<file path="src/verilog/r24_stream_pkg.sv">
package r24_stream_pkg;

    //////////////////////////////////////////////////
    // Bus structs
    //////////////////////////////////////////////////

    // APB request from the bus master with pready always high
    typedef struct packed {
        logic [31:0] paddr;
        logic        psel;
        logic        penable;
        logic        pwrite;
        logic [31:0] pwdata;
    } apb_req_t;

    // One FT601 bus word
    typedef struct packed {
        logic [31:0] data;
        logic [3:0]  be;    // Byte enable bit 0 covers data[7:0]
    } usb_word_t;

    typedef logic [7:0] adc_sample_t;   // Channel A sample

    //////////////////////////////////////////////////
    // USB stream source select
    //////////////////////////////////////////////////

    // Code 3 is not named and behaves as idle
    typedef enum logic [1:0] {
        SRC_REG   = 2'd0,   // Software word per data write
        SRC_IDLE  = 2'd1,   // Nothing sent
        SRC_ADC_A = 2'd2    // One ADC sample per cycle
    } wr_src_e;

    //////////////////////////////////////////////////
    // Register page
    //////////////////////////////////////////////////

    localparam logic [19:0] REGS_PAGE = 20'h43C04;    // paddr[31:12]

    localparam logic [11:0] REG_WR_DATA = 12'h000;  // Write pushes a word
    localparam logic [11:0] REG_WR_BE   = 12'h004;  // Byte enables for register words
    localparam logic [11:0] REG_WR_MUX  = 12'h008;  // Source mode
    localparam logic [11:0] REG_LED0    = 12'h00C;
    localparam logic [11:0] REG_LED1    = 12'h010;
    localparam logic [11:0] REG_STATUS  = 12'h014;  // Write clears drop flag

endpackage

</file>
<file path="src/verilog/led_ddac.sv">
module led_ddac #(
    parameter int LED_DEPTH = 16
) (
    input  logic                 clk,
    input  logic                 arst_n_i,
    input  logic [LED_DEPTH-1:0] level_i,   // Brightness out of 2^LED_DEPTH
    output logic                 pulse_o
);

    logic [LED_DEPTH-1:0] acc_q;
    logic                 carry_q;

    // First-order delta-sigma with the carry as the pulse
    always_ff @(posedge clk or negedge arst_n_i) begin
        if (!arst_n_i) begin
            acc_q   <= '0;
            carry_q <= 1'b0;
        end else begin
            {carry_q, acc_q} <= {1'b0, acc_q} + {1'b0, level_i};
        end
    end

    assign pulse_o = carry_q;

endmodule

</file>
<file path="src/verilog/ft601_tx.sv">
module ft601_tx import r24_stream_pkg::*; (
    input  logic        clk,
    input  logic        arst_n_i,
    input  logic        usb_txe_n_i,  // Low when the bridge can take a word
    input  usb_word_t   head_i,
    input  logic        empty_i,
    output logic        pop_o,
    output logic [31:0] usb_d_o,
    output logic [3:0]  usb_be_o,
    output logic        usb_wr_n_o
);

    // Take the head whenever both sides are ready
    assign pop_o = !empty_i && !usb_txe_n_i;

    always_ff @(posedge clk or negedge arst_n_i) begin
        if (!arst_n_i) begin
            usb_d_o    <= '0;
            usb_be_o   <= '0;
            usb_wr_n_o <= 1'b1;   // Bus idle
        end else begin
            usb_wr_n_o <= !pop_o; // Low for the popped word only
            if (pop_o) begin
                usb_d_o  <= head_i.data;
                usb_be_o <= head_i.be;
            end
        end
    end

endmodule

</file>
<file path="src/verilog/usb_word_fifo.sv">
module usb_word_fifo import r24_stream_pkg::*; #(
    parameter int FIFO_AW = 3
) (
    input  logic             clk,
    input  logic             arst_n_i,
    input  logic             push_i,
    input  usb_word_t        push_word_i,
    input  logic             pop_i,
    output usb_word_t        head_o,
    output logic             full_o,
    output logic             empty_o,
    output logic [FIFO_AW:0] count_o
);

    localparam int DEPTH = 1 << FIFO_AW;

    usb_word_t          mem_q [DEPTH];
    logic [FIFO_AW-1:0] wr_ptr_q, rd_ptr_q;   // Wrap by overflow
    logic [FIFO_AW:0]   count_q;
    logic [FIFO_AW:0]   count_nxt;

    // Occupancy after this cycle's push and pop
    assign count_nxt = count_q + (FIFO_AW+1)'(push_i) - (FIFO_AW+1)'(pop_i);

    always_ff @(posedge clk) begin
        if (push_i) mem_q[wr_ptr_q] <= push_word_i;
    end

    always_ff @(posedge clk or negedge arst_n_i) begin
        if (!arst_n_i) begin
            wr_ptr_q <= '0;
            rd_ptr_q <= '0;
            count_q  <= '0;
        end else begin
            if (push_i) wr_ptr_q <= wr_ptr_q + 1'b1;
            if (pop_i)  rd_ptr_q <= rd_ptr_q + 1'b1;
            count_q <= count_nxt;   // Push with pop leaves it unchanged
        end
    end

    assign head_o  = mem_q[rd_ptr_q];   // Show-ahead head word
    assign empty_o = (count_q == '0);
    assign count_o = count_q;

    // Full looks one cycle ahead, since the source's push is registered
    assign full_o = (count_nxt == (FIFO_AW+1)'(DEPTH));

endmodule

</file>
<file path="src/verilog/usb_word_source.sv">
module usb_word_source import r24_stream_pkg::*; (
    input  logic        clk,
    input  logic        arst_n_i,
    input  wr_src_e     mode_i,
    input  usb_word_t   reg_word_i,
    input  logic        reg_stb_i,
    input  adc_sample_t adc_a_i,
    input  logic        fifo_full_i,   // Already counts the push in flight
    output logic        push_o,
    output usb_word_t   push_word_o,
    output logic        drop_o
);

    logic      cand_vld;   // A word is wanted this cycle
    usb_word_t cand_word;

    // Candidate from the source mode
    always_comb begin
        cand_vld  = 1'b0;
        cand_word = reg_word_i;
        case (mode_i)
            SRC_REG:   cand_vld = reg_stb_i;  // Only on a data write
            SRC_ADC_A: begin
                cand_vld       = 1'b1;         // Every cycle
                cand_word.data = 32'(adc_a_i);
                cand_word.be   = 4'hF;
            end
            default:   cand_vld = 1'b0;       // Idle and code 3
        endcase
    end

    // Payload follows the candidate
    always_ff @(posedge clk) begin
        push_word_o <= cand_word;
    end

    always_ff @(posedge clk or negedge arst_n_i) begin
        if (!arst_n_i) begin
            push_o <= 1'b0;
            drop_o <= 1'b0;
        end else begin
            push_o <= cand_vld && !fifo_full_i;
            drop_o <= cand_vld && fifo_full_i;  // Lost word
        end
    end

endmodule

</file>
<file path="src/verilog/stream_regs.sv">
module stream_regs import r24_stream_pkg::*; #(
    parameter int FIFO_AW   = 3,
    parameter int LED_DEPTH = 16
) (
    input  logic                 clk,
    input  logic                 arst_n_i,
    input  apb_req_t             apb_i,
    output logic [31:0]          prdata_o,
    input  logic                 fifo_full_i,
    input  logic                 fifo_empty_i,
    input  logic [FIFO_AW:0]     fifo_count_i,
    input  logic                 drop_i,        // One-cycle pulse from the source
    output usb_word_t            reg_word_o,
    output logic                 reg_stb_o,
    output wr_src_e              mode_o,
    output logic [LED_DEPTH-1:0] led0_level_o,
    output logic [LED_DEPTH-1:0] led1_level_o
);

    //////////////////////////////////////////////////
    // Address decode
    //////////////////////////////////////////////////

    logic        page_hit;
    logic        wr_acc;
    logic [11:0] offset;

    assign page_hit = apb_i.psel && (apb_i.paddr[31:12] == REGS_PAGE);
    assign wr_acc   = page_hit && apb_i.penable && apb_i.pwrite;  // Access cycle only
    assign offset   = apb_i.paddr[11:0];

    //////////////////////////////////////////////////
    // Register file
    //////////////////////////////////////////////////

    logic [31:0]          wr_data_q;    // Last software word
    logic [3:0]           wr_be_q;
    wr_src_e              mode_q;
    logic [LED_DEPTH-1:0] led0_q, led1_q;
    logic                 stb_q;
    logic                 drop_q;       // Sticky

    always_ff @(posedge clk) begin
        if (wr_acc && offset == REG_WR_DATA) wr_data_q <= apb_i.pwdata;
    end

    always_ff @(posedge clk or negedge arst_n_i) begin
        if (!arst_n_i) begin
            wr_be_q <= 4'hF;
            mode_q  <= SRC_IDLE;
            led0_q  <= '0;
            led1_q  <= '0;
            stb_q   <= 1'b0;
            drop_q  <= 1'b0;
        end else begin
            stb_q <= wr_acc && (offset == REG_WR_DATA); // Word valid from next cycle
            if (wr_acc) begin
                case (offset)
                    REG_WR_BE:  wr_be_q <= apb_i.pwdata[3:0];
                    REG_WR_MUX: mode_q  <= wr_src_e'(apb_i.pwdata[1:0]);
                    REG_LED0:   led0_q  <= apb_i.pwdata[LED_DEPTH-1:0];
                    REG_LED1:   led1_q  <= apb_i.pwdata[LED_DEPTH-1:0];
                    default: ;
                endcase
            end
            // New drop wins over a clear in the same cycle
            if (drop_i)
                drop_q <= 1'b1;
            else if (wr_acc && offset == REG_STATUS)
                drop_q <= 1'b0;
        end
    end

    assign reg_word_o   = '{data: wr_data_q, be: wr_be_q};
    assign reg_stb_o    = stb_q;
    assign mode_o       = mode_q;
    assign led0_level_o = led0_q;
    assign led1_level_o = led1_q;

    // Read mux gives zero off the page
    always_comb begin
        prdata_o = '0;
        if (page_hit && !apb_i.pwrite) begin
            case (offset)
                REG_WR_DATA: prdata_o = wr_data_q;
                REG_WR_BE:   prdata_o = 32'(wr_be_q);
                REG_WR_MUX:  prdata_o = 32'(mode_q);
                REG_LED0:    prdata_o = 32'(led0_q);
                REG_LED1:    prdata_o = 32'(led1_q);
                REG_STATUS:  prdata_o = {16'd0, 8'(fifo_count_i), 5'd0,
                                         drop_q, fifo_full_i, fifo_empty_i};
                default:     prdata_o = '0;
            endcase
        end
    end

endmodule

</file>
<file path="src/verilog/r24_usb_stream_top.sv">
module r24_usb_stream_top import r24_stream_pkg::*; #(
    parameter int FIFO_AW   = 3,    // 8 words
    parameter int LED_DEPTH = 16
) (
    input  logic        clk,
    input  logic        arst_n_i,
    input  apb_req_t    apb_i,
    output logic [31:0] prdata_o,
    input  adc_sample_t adc_a_i,
    input  logic        usb_txe_n_i,
    output logic [31:0] usb_d_o,
    output logic [3:0]  usb_be_o,
    output logic        usb_wr_n_o,
    output logic        led0_o,
    output logic        led1_o
);

    // Registers to source
    usb_word_t reg_word;
    logic      reg_stb;
    wr_src_e   mode;
    logic [LED_DEPTH-1:0] led0_level, led1_level;

    // Source to FIFO
    logic      push, drop;
    usb_word_t push_word;

    // FIFO to FT601 side
    usb_word_t head;
    logic      pop, fifo_full, fifo_empty;
    logic [FIFO_AW:0] fifo_count;

    stream_regs #(.FIFO_AW(FIFO_AW), .LED_DEPTH(LED_DEPTH)) stream_regs_inst (
        .clk(clk), .arst_n_i(arst_n_i),
        .apb_i(apb_i), .prdata_o(prdata_o),
        .fifo_full_i(fifo_full), .fifo_empty_i(fifo_empty),
        .fifo_count_i(fifo_count), .drop_i(drop),
        .reg_word_o(reg_word), .reg_stb_o(reg_stb), .mode_o(mode),
        .led0_level_o(led0_level), .led1_level_o(led1_level)
    );

    usb_word_source usb_word_source_inst (
        .clk(clk), .arst_n_i(arst_n_i),
        .mode_i(mode), .reg_word_i(reg_word), .reg_stb_i(reg_stb),
        .adc_a_i(adc_a_i), .fifo_full_i(fifo_full),
        .push_o(push), .push_word_o(push_word), .drop_o(drop)
    );

    usb_word_fifo #(.FIFO_AW(FIFO_AW)) usb_word_fifo_inst (
        .clk(clk), .arst_n_i(arst_n_i),
        .push_i(push), .push_word_i(push_word), .pop_i(pop),
        .head_o(head), .full_o(fifo_full), .empty_o(fifo_empty), .count_o(fifo_count)
    );

    ft601_tx ft601_tx_inst (
        .clk(clk), .arst_n_i(arst_n_i),
        .usb_txe_n_i(usb_txe_n_i), .head_i(head), .empty_i(fifo_empty), .pop_o(pop),
        .usb_d_o(usb_d_o), .usb_be_o(usb_be_o), .usb_wr_n_o(usb_wr_n_o)
    );

    led_ddac #(.LED_DEPTH(LED_DEPTH)) led0_ddac_inst (
        .clk(clk), .arst_n_i(arst_n_i), .level_i(led0_level), .pulse_o(led0_o)
    );

    led_ddac #(.LED_DEPTH(LED_DEPTH)) led1_ddac_inst (
        .clk(clk), .arst_n_i(arst_n_i), .level_i(led1_level), .pulse_o(led1_o)
    );

endmodule

</file>
<file path="config.mk">
export PLATFORM = sky130hd
export DESIGN_NAME = r24_usb_stream_top
export DESIGN_NICKNAME = d
export VERILOG_FILES = /design/src/verilog/r24_stream_pkg.sv /design/src/verilog/led_ddac.sv /design/src/verilog/ft601_tx.sv /design/src/verilog/usb_word_fifo.sv /design/src/verilog/usb_word_source.sv /design/src/verilog/stream_regs.sv /design/src/verilog/r24_usb_stream_top.sv
export SDC_FILE = /design/constraint.sdc
export NUM_CORES = 1
export LEC_CHECK = 0
export BUFFER_PORTS_ARGS = -buffer_cell sky130_fd_sc_hd__buf_2
export CAP_MARGIN = 15
export CORE_MARGIN = 2
export CORE_UTILIZATION = 45
export DETAILED_ROUTE_END_ITERATION = 10
export PLACE_DENSITY = 0.73
export SYNTH_ARGS = -nofsm -noshare
export SYNTH_HDL_FRONTEND = slang
export SYNTH_SLANG_ARGS = --single-unit
export TNS_END_PERCENT = 100
</file>
<file path="constraint.sdc">
create_clock -name clk -period 4.25 [get_ports clk]
set_input_delay 0.425 -clock clk [delete_from_list [all_inputs] [get_ports clk]]
set_output_delay 0.425 -clock clk [all_outputs]
set_load 0.02 [all_outputs]
</file>
After elaboration in Yosys (flattened, before gate mapping):

Memories as Yosys holds them, arrays and structs flattened. A register that Yosys moved wholly into a read port is not among the register bits.
Cells that the tools add are included.

* register bits after elaboration: 155
* memory bits (writable): 288
* input bits: 78
* output and inout bits: 71
* memories kept: 1

* $add $sub $neg: 6
* equal/unequal tests: 8
* muxes and demuxes: 8
* reduce and logical (&&, ||, !) cells: 23

Memories
* usb_word_fifo_inst.mem_q: depth 8, bits a word 36, read ports 1, clocked after memory_dff 1, wr ports 1, line usb_word_fifo.sv:17 `usb_word_t mem_q [DEPTH];`

Operators by type and width (number)
* case mux 32 bit (6 select lines): 1
* adder 16 x 16 -> 17 bit: 2
* 2-to-1 mux 32 bit: 1
* equality test 12 x 4 -> 1 bit (second input constant): 2
* equality test 12 x 5 -> 1 bit (second input constant): 2
* equality test 20 x 19 -> 1 bit (second input constant): 1
* equality test 12 x 3 -> 1 bit (second input constant): 1
* logical NOT 12 bit: 1
* 2-to-1 mux 12 bit: 1
* logical AND 1 bit: 9
* AND reduction 2 bit: 4
* adder 3 x 1 -> 3 bit (second input constant): 2
* logical NOT 1 bit: 6
* adder 4 x 1 -> 4 bit: 1
* equality test 4 bit (second input constant): 1
* logical NOT 4 bit: 1
* 2-to-1 mux 1 bit: 4
* subtractor 4 x 1 -> 4 bit: 1
* equality test 2 bit (second input constant): 1
* logical NOT 2 bit: 1
* case mux 1 bit (2 select lines): 1
* nonzero test 2 bit: 1

Logic depth before layout (Yosys ltp):

Gate-level depths: netlist of run 1.

* word-level depth: 7
* mapped depth: 12

Modules after synthesis:

From an unflattened synthesis of run 1, not the netlist that was laid out.

* cell total of the unflattened synthesis: 1143
* area, all modules: 20023.0 sq um

By module, submodules not included
* usb_word_fifo: times used 1, cells each 471, area an instance 11594.9 sq um
* stream_regs: times used 1, cells each 274, area an instance 3537.1 sq um
* led_ddac: times used 2, cells each 118, area an instance 1151.1 sq um
* ft601_tx: times used 1, cells each 79, area an instance 1476.4 sq um
* usb_word_source: times used 1, cells each 83, area an instance 1112.3 sq um

Least setup slack after synthesis of run 1:

OpenSTA, ideal clock, no wires.

* kind: reg2reg
* start: register usb_word_fifo_inst.wr_ptr_q[1]
* end: memory usb_word_fifo_inst.mem_q[0][0] in the netlist's numbering, enable pin
* setup time: 0.474 ns
* arrival: 3.049 ns
* data required time: 3.776 ns
* path slack: 0.727 ns
* stages on the path, launching flop included: 3
* buffers on the path: 0
* period minus slack after synthesis: 3.523 ns
* cell sequence: dfrtp_1 -> nand2b_1 -> nor3_1

RTL lines
* start: declaration: line usb_word_fifo.sv:18 `logic [FIFO_AW-1:0] wr_ptr_q, rd_ptr_q;`
* start signal: assignment: line usb_word_fifo.sv:35 `if (push_i) wr_ptr_q <= wr_ptr_q + 1'b1;`
* end: declaration: line usb_word_fifo.sv:17

No word-level cell before the write port.

Worst setup path in the final report of run 1:

* start: register usb_word_fifo_inst.count_q[2], in the netlist usb_word_fifo_inst.count_o[2]
* end: output port prdata_o[1]

* longest elaborated chain between the ends: 7

Ends and longest elaborated chain
* start: declaration: line usb_word_fifo.sv:19 `logic [FIFO_AW:0] count_q;`
* start signal: assignment: line usb_word_fifo.sv:37 `count_q <= count_nxt;`
* parallel branches: the longest is 3 deep, another holds adder 4 x 1 -> 4 bit
* subtractor 4 x 1 -> 4 bit *: line usb_word_fifo.sv:23 `assign count_nxt = count_q + (FIFO_AW+1)'(push_i) - (FIFO_AW+1)'(pop_i);`
* via usb_word_fifo_inst.count_nxt[2]: line usb_word_fifo.sv:20 `logic [FIFO_AW:0] count_nxt;`
* equality test 4 bit *: line usb_word_fifo.sv:46 `assign full_o = (count_nxt == (FIFO_AW+1)'(DEPTH));`
* case mux 32 bit (6 select lines) *: line stream_regs.sv:84 `case (offset)`
* 2-to-1 mux 32 bit *: line stream_regs.sv:83 `if (page_hit && !apb_i.pwrite) begin`
* end: declaration: line r24_usb_stream_top.sv:8 `output logic [31:0] prdata_o,`

Mark *: on every way through the listed nets, which the timed path passes.

==> flow_metrics.tcl, run 1 <==
set metrics [dict create \
    numCtsBuffers 48 \
    hold_depth 1 \
    skew_ns 0.01938 \
    cp_max_fo 4 \
    drive_above_1_share_pct 29.23 \
    hpwl_mm 24.70 \
    synth_mux_area_share_pct 13.52 \
    area_growth_pct 16.29 \
    overflow 0 \
    reg2reg_to "led1_ddac_inst.pulse_o" \
    yosys.area_share.simple_pct 6.037 \
    rsz0062_at_grt "no" \
    grt_pass1_vias 10460 \
    cts.reportedPaths.clkPinSlew_ns 0.06 \
    synth_nets 1247 \
    netlist_area_mm2 0.01907 \
    cap_violations 0 \
    synthArstFlopShare_pct 25.68 \
    layout_commonest_cell "edfxtp_1" \
    end_kind "output port" \
    critPathArrivalTime_ns 3.50 \
    die_h_um 209.8 \
    critPathKind "flip-flop to output port" \
    fmax_mhz 254.7 \
    clk_latency_ns 0.58 \
    wl_per_cell_um 20.90 \
    timing.final.crit_period_ns 3.927 \
    rows 75 \
    vias_per_cell 5.451 \
    die-area_mm2 0.04403 \
    drt_wl_total_mm 39.45 \
    drtAntennaViolNets 0 \
    p_total_w 0.01165 \
    synth_compound_area_share_pct 4.508 \
    synth_seq_cells 479 \
    layout_common_cells "320 x edfxtp_1, 147 x buf_2, 114 x dfrtp_1" \
    synthAdderAreaFrac_pct 2.809 \
    synth_top_family_by_area "multiplexers" \
    antenna_cells_inserted 0 \
    stdcell_count 1887 \
    fin_crit_sh_pct 92.39 \
    synth_top_flop_cell "edfxtp_1" \
    die_x_um 209.8 \
    ys_seq_area_share_pct 70.36 \
    startpoint_type "flip-flop" \
    ios 149 \
    synth_xor_area_share_pct 1.286 \
    synth-edff-count 320 \
    p_per_area_mw_per_mm2 525.6 \
    syn_avg_cell_area_um2 16.90 \
    synth_top_area_share_pct 50.40 \
    layout.nets 1429 \
    finalHoldViolCount 0 \
    grt_max_degree 86 \
    dr.pass1.iters 8 \
    r2r_slack_ns 1.58 \
    htree_levels 2 \
    via_count 10290 \
    yosys_warnings 0 \
    fin_setup_tns_ns 0 \
    first_iter_violations 746 \
    max_slew_margin_pct 31.84 \
    ff2ff_path_depth 9 \
    slew_violations 0 \
    cts.sinks 479 \
    outcome "finished clean" \
    grt_pass1_wl_mm 60.68 \
    antenna_found_initial 1 \
    yosys-top-cells-area "edfxtp_1 50%, dfrtp_1 15%, mux4_2 8.7%, dfxtp_1 3.8%, mux2_2 2.8%" \
    tightest_slew_ns 1.022 \
    reg2reg_from "stream_regs_inst.led1_level_o[0]" \
    cts_buffer_depth 3 \
    place_ws_ns 0.7710 \
    hold_ws_ns 0.03409 \
    setup-violations-final 0 \
    vdd_drop_max_v 0.0002848 \
    tritoncts "done" \
    min-delay-start "apb_i[20]" \
    netlist_instances 1128 \
    numPortBuffers 148 \
    p_leak_nw 8.523 \
    core_area_mm2 0.04185 \
    yosysUniqueCellTypes 56 \
    initial_utilization_pct 45.56 \
    grt_use_total_pct 18.26 \
    gp_congestion 0.8239 \
    drcViolationCount 0 \
    holdCritPathClass "input pin to flip-flop" \
    worstPathRequired_ns 3.83 \
    holdPathEnd "stream_regs_inst.wr_data_q[20]" \
    yosys.area.top_type "edfxtp_1" \
    place_inst 1791 \
    layout_setup_ws_ns 0.3233 \
    cts_root_buffer "clkbuf_16" \
]
==> worst max-delay path, stage by stage, from the launching register on <==
cell and delay [ns]:
dfrtp_1 0.34, inv_1 0.06, ha_1 0.19, nor3b_1 0.16, or3_1 0.38, nand2_1 0.09, ha_1 0.17, inv_1 0.06
fa_1 0.40, xnor2_1 0.20, nor4_2 0.31, o211ai_1 0.13, a21oi_1 0.22, buf_2 0.20
==> flip-flops by register name, summed over array words and instances, names as in the netlist, 2 cells and up <==
signal,cells
stream_regs_inst.wr_be_q,4
stream_regs_inst.led0_level_o,16
ft601_tx_inst.usb_be_o,4
stream_regs_inst.wr_data_q,32
usb_word_fifo_inst.mem_q,288
ft601_tx_inst.usb_d_o,32
usb_word_fifo_inst.wr_ptr_q,3
stream_regs_inst.mode_o,2
usb_word_fifo_inst.rd_ptr_q,3
led0_ddac_inst.acc_q,16
usb_word_source_inst.push_word_o,36
led1_ddac_inst.acc_q,16
stream_regs_inst.led1_level_o,16
usb_word_fifo_inst.count_o,4
==> routing by layer <==
layer	vias up	share of wire [%]	global-route usage (%)
li1	4708	-	-
met1	5232	44	25.22
met2	294	49	30.15
met3	52	5.4	3.412
met4	0	1.8	4.671
met5	-	0	0
==> through the flow <==
step | util (%) | area, um^2
2_1_floorplan | - | 19070
3_3_place_gp | 49.10 | 20550
3_5_place_dp | 49.10 | 20550
4_1_cts | 52.95 | 22160
5_1_grt | 52.98 | 22170
6_report | 52.98 | 22170
==> synthesized netlist by cell type, drive strengths merged, types with 4 or more instances <==
library cell,number
ha,38
xnor2,25
mux4,74
nand2,67
dfstp,6
nor2,36
o21ai,46
nor3,15
mux2i,37
nor2b,4
inv,23
a222oi,14
a21o,12
nand2b,13
buf,15
clkbuf,29
nor4,11
and2,45
dfrtp,117
o21a,7
edfxtp,320
dfxtp,36
a21oi,26
nand3,9
mux2,48
and3,4
==> area by class of cell <==
class,instances,area [um^2]
Multi-Input combinational cell,582,5455
Timing Repair Buffer,176,996.0
Clock buffer,59,1284
Fill cell,3362,19680
Sequential cell,479,13420
Clock inverter,29,256.5
Inverter,23,86.33
Tap cell,539,674.4
==> logic make-up (layout without fill, tap and decap cells) <==
logic type,after synthesis,count (layout)
DFF,479,479
adders and majority gates,41,41
AOI/OAI and AO/OA,131,131
xor gates and xnor gates,28,28
and+or+nand+nor,223,223
buffers and inverters,67,287
muxes,159,159
==> what timing repair did <==
action,CTS,global route
setup buffers,0,0
endpoints found under the hold margin,43,0
gates resized for setup,0,1
hold buffers,7,0
endpoints found under the setup margin,0,1
==> power breakdown <==
part	leakage, nW	switching (W)	total (W)	internal, W
registers	4.72	0.000357	0.00550	0.00514
clock network	0.755	0.00175	0.00414	0.00239
logic	3.05	0.000992	0.00201	0.00102
==> worst max-delay path by stage <==
stage                                           endpoint  cells after the start  slack (ns)                           start
after floorplan           usb_word_fifo_inst.mem_q[0][0]                      2        0.73  usb_word_fifo_inst.wr_ptr_q[1]
after global placement                       prdata_o[1]                     13        0.88   usb_word_fifo_inst.count_o[2]
after detailed placement                     prdata_o[1]                     13        0.77   usb_word_fifo_inst.count_o[2]
after CTS                                    prdata_o[1]                     13        0.15   usb_word_fifo_inst.count_o[2]
after global routing                         prdata_o[1]                     13        0.08   usb_word_fifo_inst.count_o[2]
final                                        prdata_o[1]                     13        0.32   usb_word_fifo_inst.count_o[2]
Note: power is estimated with default switching activity, not from simulation.
==> run 2, diff against run 1 <==
- CORE_UTILIZATION: 45 -> 60
- PLACE_DENSITY: 0.73 -> 0.9
==> run 2 against run 1 <==
Effect of this change:
- final area is 1.3% lower
- critical path depth did not move
- sequential power decreased by 0.9%
- fmax shrank 2.3%
- final cell count shrank 7.6%
- first-iteration DRC count grew 57%
- utilization increased by 17 points
- flip-flop and latch count unchanged
- via count rose by 5.5%
- routed wire length increased by 6.3%
- setup slack got worse by 0.093 ns
- largest power group unchanged
==> flow_metrics.tcl, run 2 (same netlist as run 1, synthesis figures left out) <==
set metrics [dict create \
    end_kind "output port" \
    cts.sinks 479 \
    globalRouteMet3Util_pct 3.772 \
    max_slew_margin_pct 26.35 \
    p_per_area_mw_per_mm2 528.0 \
    cts.reportedPaths.clkPinSlew_ns 0.06 \
    cpPeakStageDelay_ns 0.41 \
    numCtsBuffers 46 \
    antenna_cells_inserted 0 \
    cts_buffer_depth 3 \
    slowest_stage "fa_1" \
    pwr-share-comb_pct 18.2 \
    top_usage_layer "met2" \
    switchingPower_w 0.003088 \
    startpoint_type "flip-flop" \
    pwr-share-seq_pct 47.2 \
    first_iter_violations 1171 \
    timing.final.crit_period_ns 4.019 \
    fmax_mhz 248.8 \
    critical_path.top_delay_family "simple AND/OR/NAND/NOR gates" \
    rsz0062_at_grt "no" \
    core_area_mm2 0.03139 \
    cp_max_fo 4 \
    drtAntennaViolNets 0 \
    fin_crit_sh_pct 94.58 \
    antenna_found_initial 0 \
    gp_congestion 0.8780 \
    grt_pass1_vias 11070 \
    clk_latency_ns 0.55 \
    hpwl_mm 25.02 \
    tritoncts "done" \
    grt_util_met1_pct 34.54 \
    rows 65 \
    initial_utilization_pct 60.74 \
    drt_wl_total_mm 41.91 \
    overflow 0 \
    p_leak_nw 8.456 \
    drive_above_1_share_pct 28.71 \
    die_h_um 182.3 \
    holdCritPathClass "input pin to flip-flop" \
    dr.pass1.iters 5 \
    r2r_slack_ns 1.49 \
    critPathBufInv 3 \
    critPathArrivalTime_ns 3.59 \
    layout_common_cells "320 x edfxtp_1, 147 x buf_2, 114 x dfrtp_1" \
    reg2reg_from "stream_regs_inst.led1_level_o[0]" \
    grt_max_degree 91 \
    ff2ff_path_depth 9 \
    slew_violations 0 \
    tightest_slew_ns 1.095 \
    via_count 10850 \
    setup-violations-final 0 \
    cp_cell_sequence "inv_1, ha_1, nor3b_1, or3_1, nand2_1, ha_1, inv_1, fa_1, xnor2_1, nor4_1, o211ai_1, a21oi_1, buf_2" \
    cts_setup_buffers 0 \
    cap_violations 0 \
    critPathKind "flip-flop to output port" \
    grt_use_total_pct 25.61 \
    hold_depth 1 \
    layout.nets 1422 \
    netSwitchingFraction_pct 26.72 \
    reg2reg_to "led1_ddac_inst.pulse_o" \
    die_x_um 182.3 \
    largest_reg_flops 288 \
    ios 149 \
    holdPathEnd "stream_regs_inst.wr_data_q[20]" \
    clkPwrFrac_pct 34.6 \
    htree_levels 2 \
    cts_root_buffer "clkbuf_16" \
    vias_per_cell 6.224 \
    p_total_w 0.01155 \
    vdd_drop_max_v 0.0003309 \
    worstPathRequired_ns 3.83 \
    finalHoldViolCount 0 \
    min-delay-start "apb_i[20]" \
    layout_commonest_cell "edfxtp_1" \
    use_met2_pct 43.89 \
    top_regs "usb_word_fifo_inst.mem_q x288, usb_word_source_inst.push_word_o x36" \
    fin_setup_tns_ns 0 \
    skew_ns 0.01707 \
    drcViolationCount 0 \
    outcome "finished clean" \
    internal_power_w 0.008466 \
    top_register "usb_word_fifo_inst.mem_q" \
    area_growth_pct 14.75 \
    wl_per_cell_um 24.05 \
    grt_pass1_wl_mm 64.16 \
    numPortBuffers 148 \
    die-area_mm2 0.03322 \
]
run 2: worst max path at each step:
stage,startpoint,to,depth (start not counted)
after global routing,usb_word_fifo_inst.count_o[2],prdata_o[1],13
after CTS,usb_word_fifo_inst.count_o[2],prdata_o[1],13
after global placement,usb_word_fifo_inst.count_o[2],prdata_o[1],13
final,usb_word_fifo_inst.count_o[2],prdata_o[1],13
after floorplan,usb_word_fifo_inst.wr_ptr_q[1],usb_word_fifo_inst.mem_q[0][0],2
after detailed placement,apb_i[62],prdata_o[1],7
run 2: per-layer routing:
layer,share of wire (%),wire length (um)
met5,0,0
met4,2.4,1016
met3,6.4,2671
met2,51,21410
met1,40,16810
run 2: worst register-to-register path, cell delays in order (launching register included):
cell	delay, ns
dfrtp_1	0.38
ha_1	0.24
inv_1	0.08
fa_1	0.42
nor2b_1	0.20
o2111ai_1	0.16
a211oi_1	0.41
o31ai_1	0.19
o21a_1	0.24
o21ai_0	0.32
run 2: power groups by stage:
| stage | clock network [W] | registers, W | logic (W) |
|---|---|---|---|
| 2_1_floorplan | 0 | 0.00555 | 0.00143 |
| 3_3_place_gp | 0 | 0.00553 | 0.00199 |
| 3_5_place_dp | 0 | 0.00554 | 0.00207 |
| 4_1_cts | 0.00404 | 0.00545 | 0.00213 |
| 5_1_grt | 0.00423 | 0.00549 | 0.00225 |
| 6_report | 0.00400 | 0.00545 | 0.00210 |
run 2: area by class of cell:
class	instances	area [um^2]
Sequential cell	479	13420
Fill cell	1877	9513
Multi-Input combinational cell	582	5449
Clock buffer	70	1345
Timing Repair Buffer	171	930.9
Tap cell	402	503.0
Clock inverter	16	143.9
Inverter	23	86.33
run 2: repair_timing:
item / CTS / global route
gates resized for setup: 0 / 0
endpoints found under the hold margin: 32 / 0
hold buffers: 1 / 0
run 2: through the flow:
stage	area (um^2)	hold WS [ns]	setup slack, ns	cells	utilization [%]
floorplan	19070	0.1294	0.7270	1128	-
global placement	20370	0.4082	1.008	1655	64.90
detailed placement	20370	0.4166	0.8681	1655	64.90
global route	21880	0.02666	0.1508	1743	69.70
CTS	21870	0.03239	0.2591	1742	69.67
finish	21880	0.05140	0.2305	1743	69.70
==> run 3, diff against run 2 <==
--- a/config.mk
+++ b/config.mk
@@ -11,2 +11,3 @@
 export CORE_UTILIZATION = 60
+export CTS_CLUSTER_SIZE = 16
 export DETAILED_ROUTE_END_ITERATION = 10
--- a/constraint.sdc
+++ b/constraint.sdc
@@ -3,2 +3,2 @@
 set_output_delay 0.425 -clock clk [all_outputs]
-set_load 0.02 [all_outputs]
+set_load 0.01 [all_outputs]
==> run 3 against run 2 <==
Effect of this change:
- register-to-register slack better by 0.10 ns
- clock skew rose by 0.0041 ns
- clock power shrank 1%
- clock-buffer cell count decreased by 4
- utilization about the same
- routed wire length shrank 1.4%
- power is 1.7% lower
- final area about the same
- non-clock buffer count grew 1
- critical path depth is the same
- final cell count up 0.11%
- critical path type unchanged
- largest power group unchanged
- highest routed layer unchanged
==> flow_metrics.tcl, run 3 (same netlist as run 1, synthesis figures left out) <==
set metrics [dict create \
    drtAntennaViolNets 0 \
    ff2ff_path_depth 9 \
    cp_cell_sequence "inv_1, ha_1, nor3b_1, or3_1, nand2_1, ha_1, inv_1, fa_1, xnor2_1, nor4_1, o211ai_1, a21oi_1, buf_2" \
    cts.sinks 479 \
    slowest_stage "fa_1" \
    setup-violations-final 0 \
    drcViolationCount 0 \
    wl_per_cell_um 23.68 \
    worstPathRequired_ns 3.83 \
    critPathKind "flip-flop to output port" \
    skew_ns 0.02117 \
    rows 65 \
    top_regs "usb_word_fifo_inst.mem_q x288, usb_word_source_inst.push_word_o x36" \
    numCtsBuffers 46 \
    grt_pass1_vias 11180 \
    overflow 0 \
    drt_wl_total_mm 41.32 \
    vias_per_cell 6.201 \
    critPathBufInv 3 \
    die_x_um 182.3 \
    core_area_mm2 0.03139 \
    layout_commonest_cell "edfxtp_1" \
    outcome "finished clean" \
    area_growth_pct 14.69 \
    vdd_drop_max_v 0.0003379 \
    first_iter_violations 1007 \
    initial_utilization_pct 60.74 \
    timing.final.crit_period_ns 3.944 \
    layout.nets 1423 \
    die-area_mm2 0.03322 \
    clk_latency_ns 0.55 \
    via_count 10820 \
    hpwl_mm 25.23 \
    largest_reg_flops 288 \
    cts_buffer_depth 3 \
    gp_congestion 0.8663 \
    htree_levels 2 \
    top_register "usb_word_fifo_inst.mem_q" \
    slew_violations 0 \
    ios 149 \
    holdPathEnd "stream_regs_inst.wr_data_q[26]" \
    tightest_slew_ns 1.056 \
    rsz0062_at_grt "no" \
    p_per_area_mw_per_mm2 519.6 \
    hold_depth 1 \
    max_slew_margin_pct 29.41 \
    cp_max_fo 4 \
    dr.pass1.iters 6 \
    fin_crit_sh_pct 92.80 \
    reg2reg_to "led1_ddac_inst.pulse_o" \
    startpoint_type "flip-flop" \
    antenna_found_initial 0 \
    r2r_slack_ns 1.59 \
    cts.reportedPaths.clkPinSlew_ns 0.06 \
    holdCritPathClass "input pin to flip-flop" \
    finalHoldViolCount 0 \
    cts_root_buffer "clkbuf_16" \
    critical_path.top_delay_family "simple AND/OR/NAND/NOR gates" \
    cts_setup_buffers 0 \
    p_total_w 0.01136 \
    drive_above_1_share_pct 28.69 \
    numPortBuffers 148 \
    reg2reg_from "stream_regs_inst.led1_level_o[0]" \
    cap_violations 0 \
    critPathArrivalTime_ns 3.52 \
    layout_common_cells "320 x edfxtp_1, 147 x buf_2, 114 x dfrtp_1" \
    p_leak_nw 8.451 \
    fmax_mhz 253.5 \
    hold_ws_ns 0.04890 \
    grt_pass1_wl_mm 63.53 \
    grt_max_degree 124 \
    cpPeakStageDelay_ns 0.41 \
    grt_use_total_pct 25.30 \
    end_kind "output port" \
    die_h_um 182.3 \
    min-delay-start "apb_i[26]" \
    tritoncts "done" \
    fin_setup_tns_ns 0 \
]
## run 3: repair_timing
| item | in CTS | in global routing |
|---|---|---|
| gates resized for setup | 0 | 0 |
| hold buffers | 1 | 0 |
| hold endpoints to repair | 3 | 0 |
## run 3: report_power, final
part           switching, W  internal (W)  leakage, nW  total, W
Sequential         0.000291       0.00514         4.72   0.00543
Combinational      0.000971       0.00101         3.03   0.00198
Clock               0.00170       0.00225        0.698   0.00395
## run 3: worst max-delay path by stage
stage / from / end / slack (ns) / cells after the start
3_3_place_gp: usb_word_fifo_inst.count_o[2] / prdata_o[1] / 1.03 / 13
3_5_place_dp: usb_word_fifo_inst.count_o[2] / prdata_o[1] / 0.91 / 13
5_1_grt: usb_word_fifo_inst.count_o[2] / prdata_o[1] / 0.05 / 13
2_1_floorplan: usb_word_fifo_inst.wr_ptr_q[1] / usb_word_fifo_inst.mem_q[0][0] / 0.73 / 2
4_1_cts: usb_word_fifo_inst.count_o[2] / prdata_o[1] / 0.33 / 13
6_report: usb_word_fifo_inst.count_o[2] / prdata_o[1] / 0.31 / 13
## run 3: area by class of cell
cell class / count / area, um^2
flip-flops and latches: 479 / 13420
fillers: 1906 / 9525
multi-input cells: 582 / 5449
clock buffers: 66 / 1256
repair buffers: 172 / 950.9
well taps: 402 / 503.0
clock inverters: 20 / 197.7
inverters: 23 / 86.33
diodes: 1 / 2.502
## run 3: through the flow
step / instances / setup slack [ns] / cell area, um^2 / utilization (%)
2_1_floorplan: 1128 / 0.7270 / 19070 / -
3_3_place_gp: 1656 / 1.031 / 20390 / 64.96
3_5_place_dp: 1656 / 0.9106 / 20390 / 64.96
4_1_cts: 1743 / 0.3271 / 21860 / 69.63
5_1_grt: 1744 / 0.04611 / 21860 / 69.65
6_report: 1745 / 0.3058 / 21870 / 69.66
## run 3: worst register-to-register path: cells and delay by family (launching register included)
kind	cells	cell delay (ns)
AOI/OAI and AO/OA	5	1.26
DFF	1	0.38
adders and majority gates	2	0.63
buffers and inverters	1	0.07
and+or+nand+nor	1	0.18
## run 3: metal layers
metal / share of wire (%) / GRT usage (%) / up-vias
met5: 0 / 0 / -
met4: 2.4 / 7.226 / 0
met3: 7.1 / 4.311 / 76
met2: 52 / 44.69 / 468
met1: 38 / 32.64 / 5559
li1: - / - / 4718
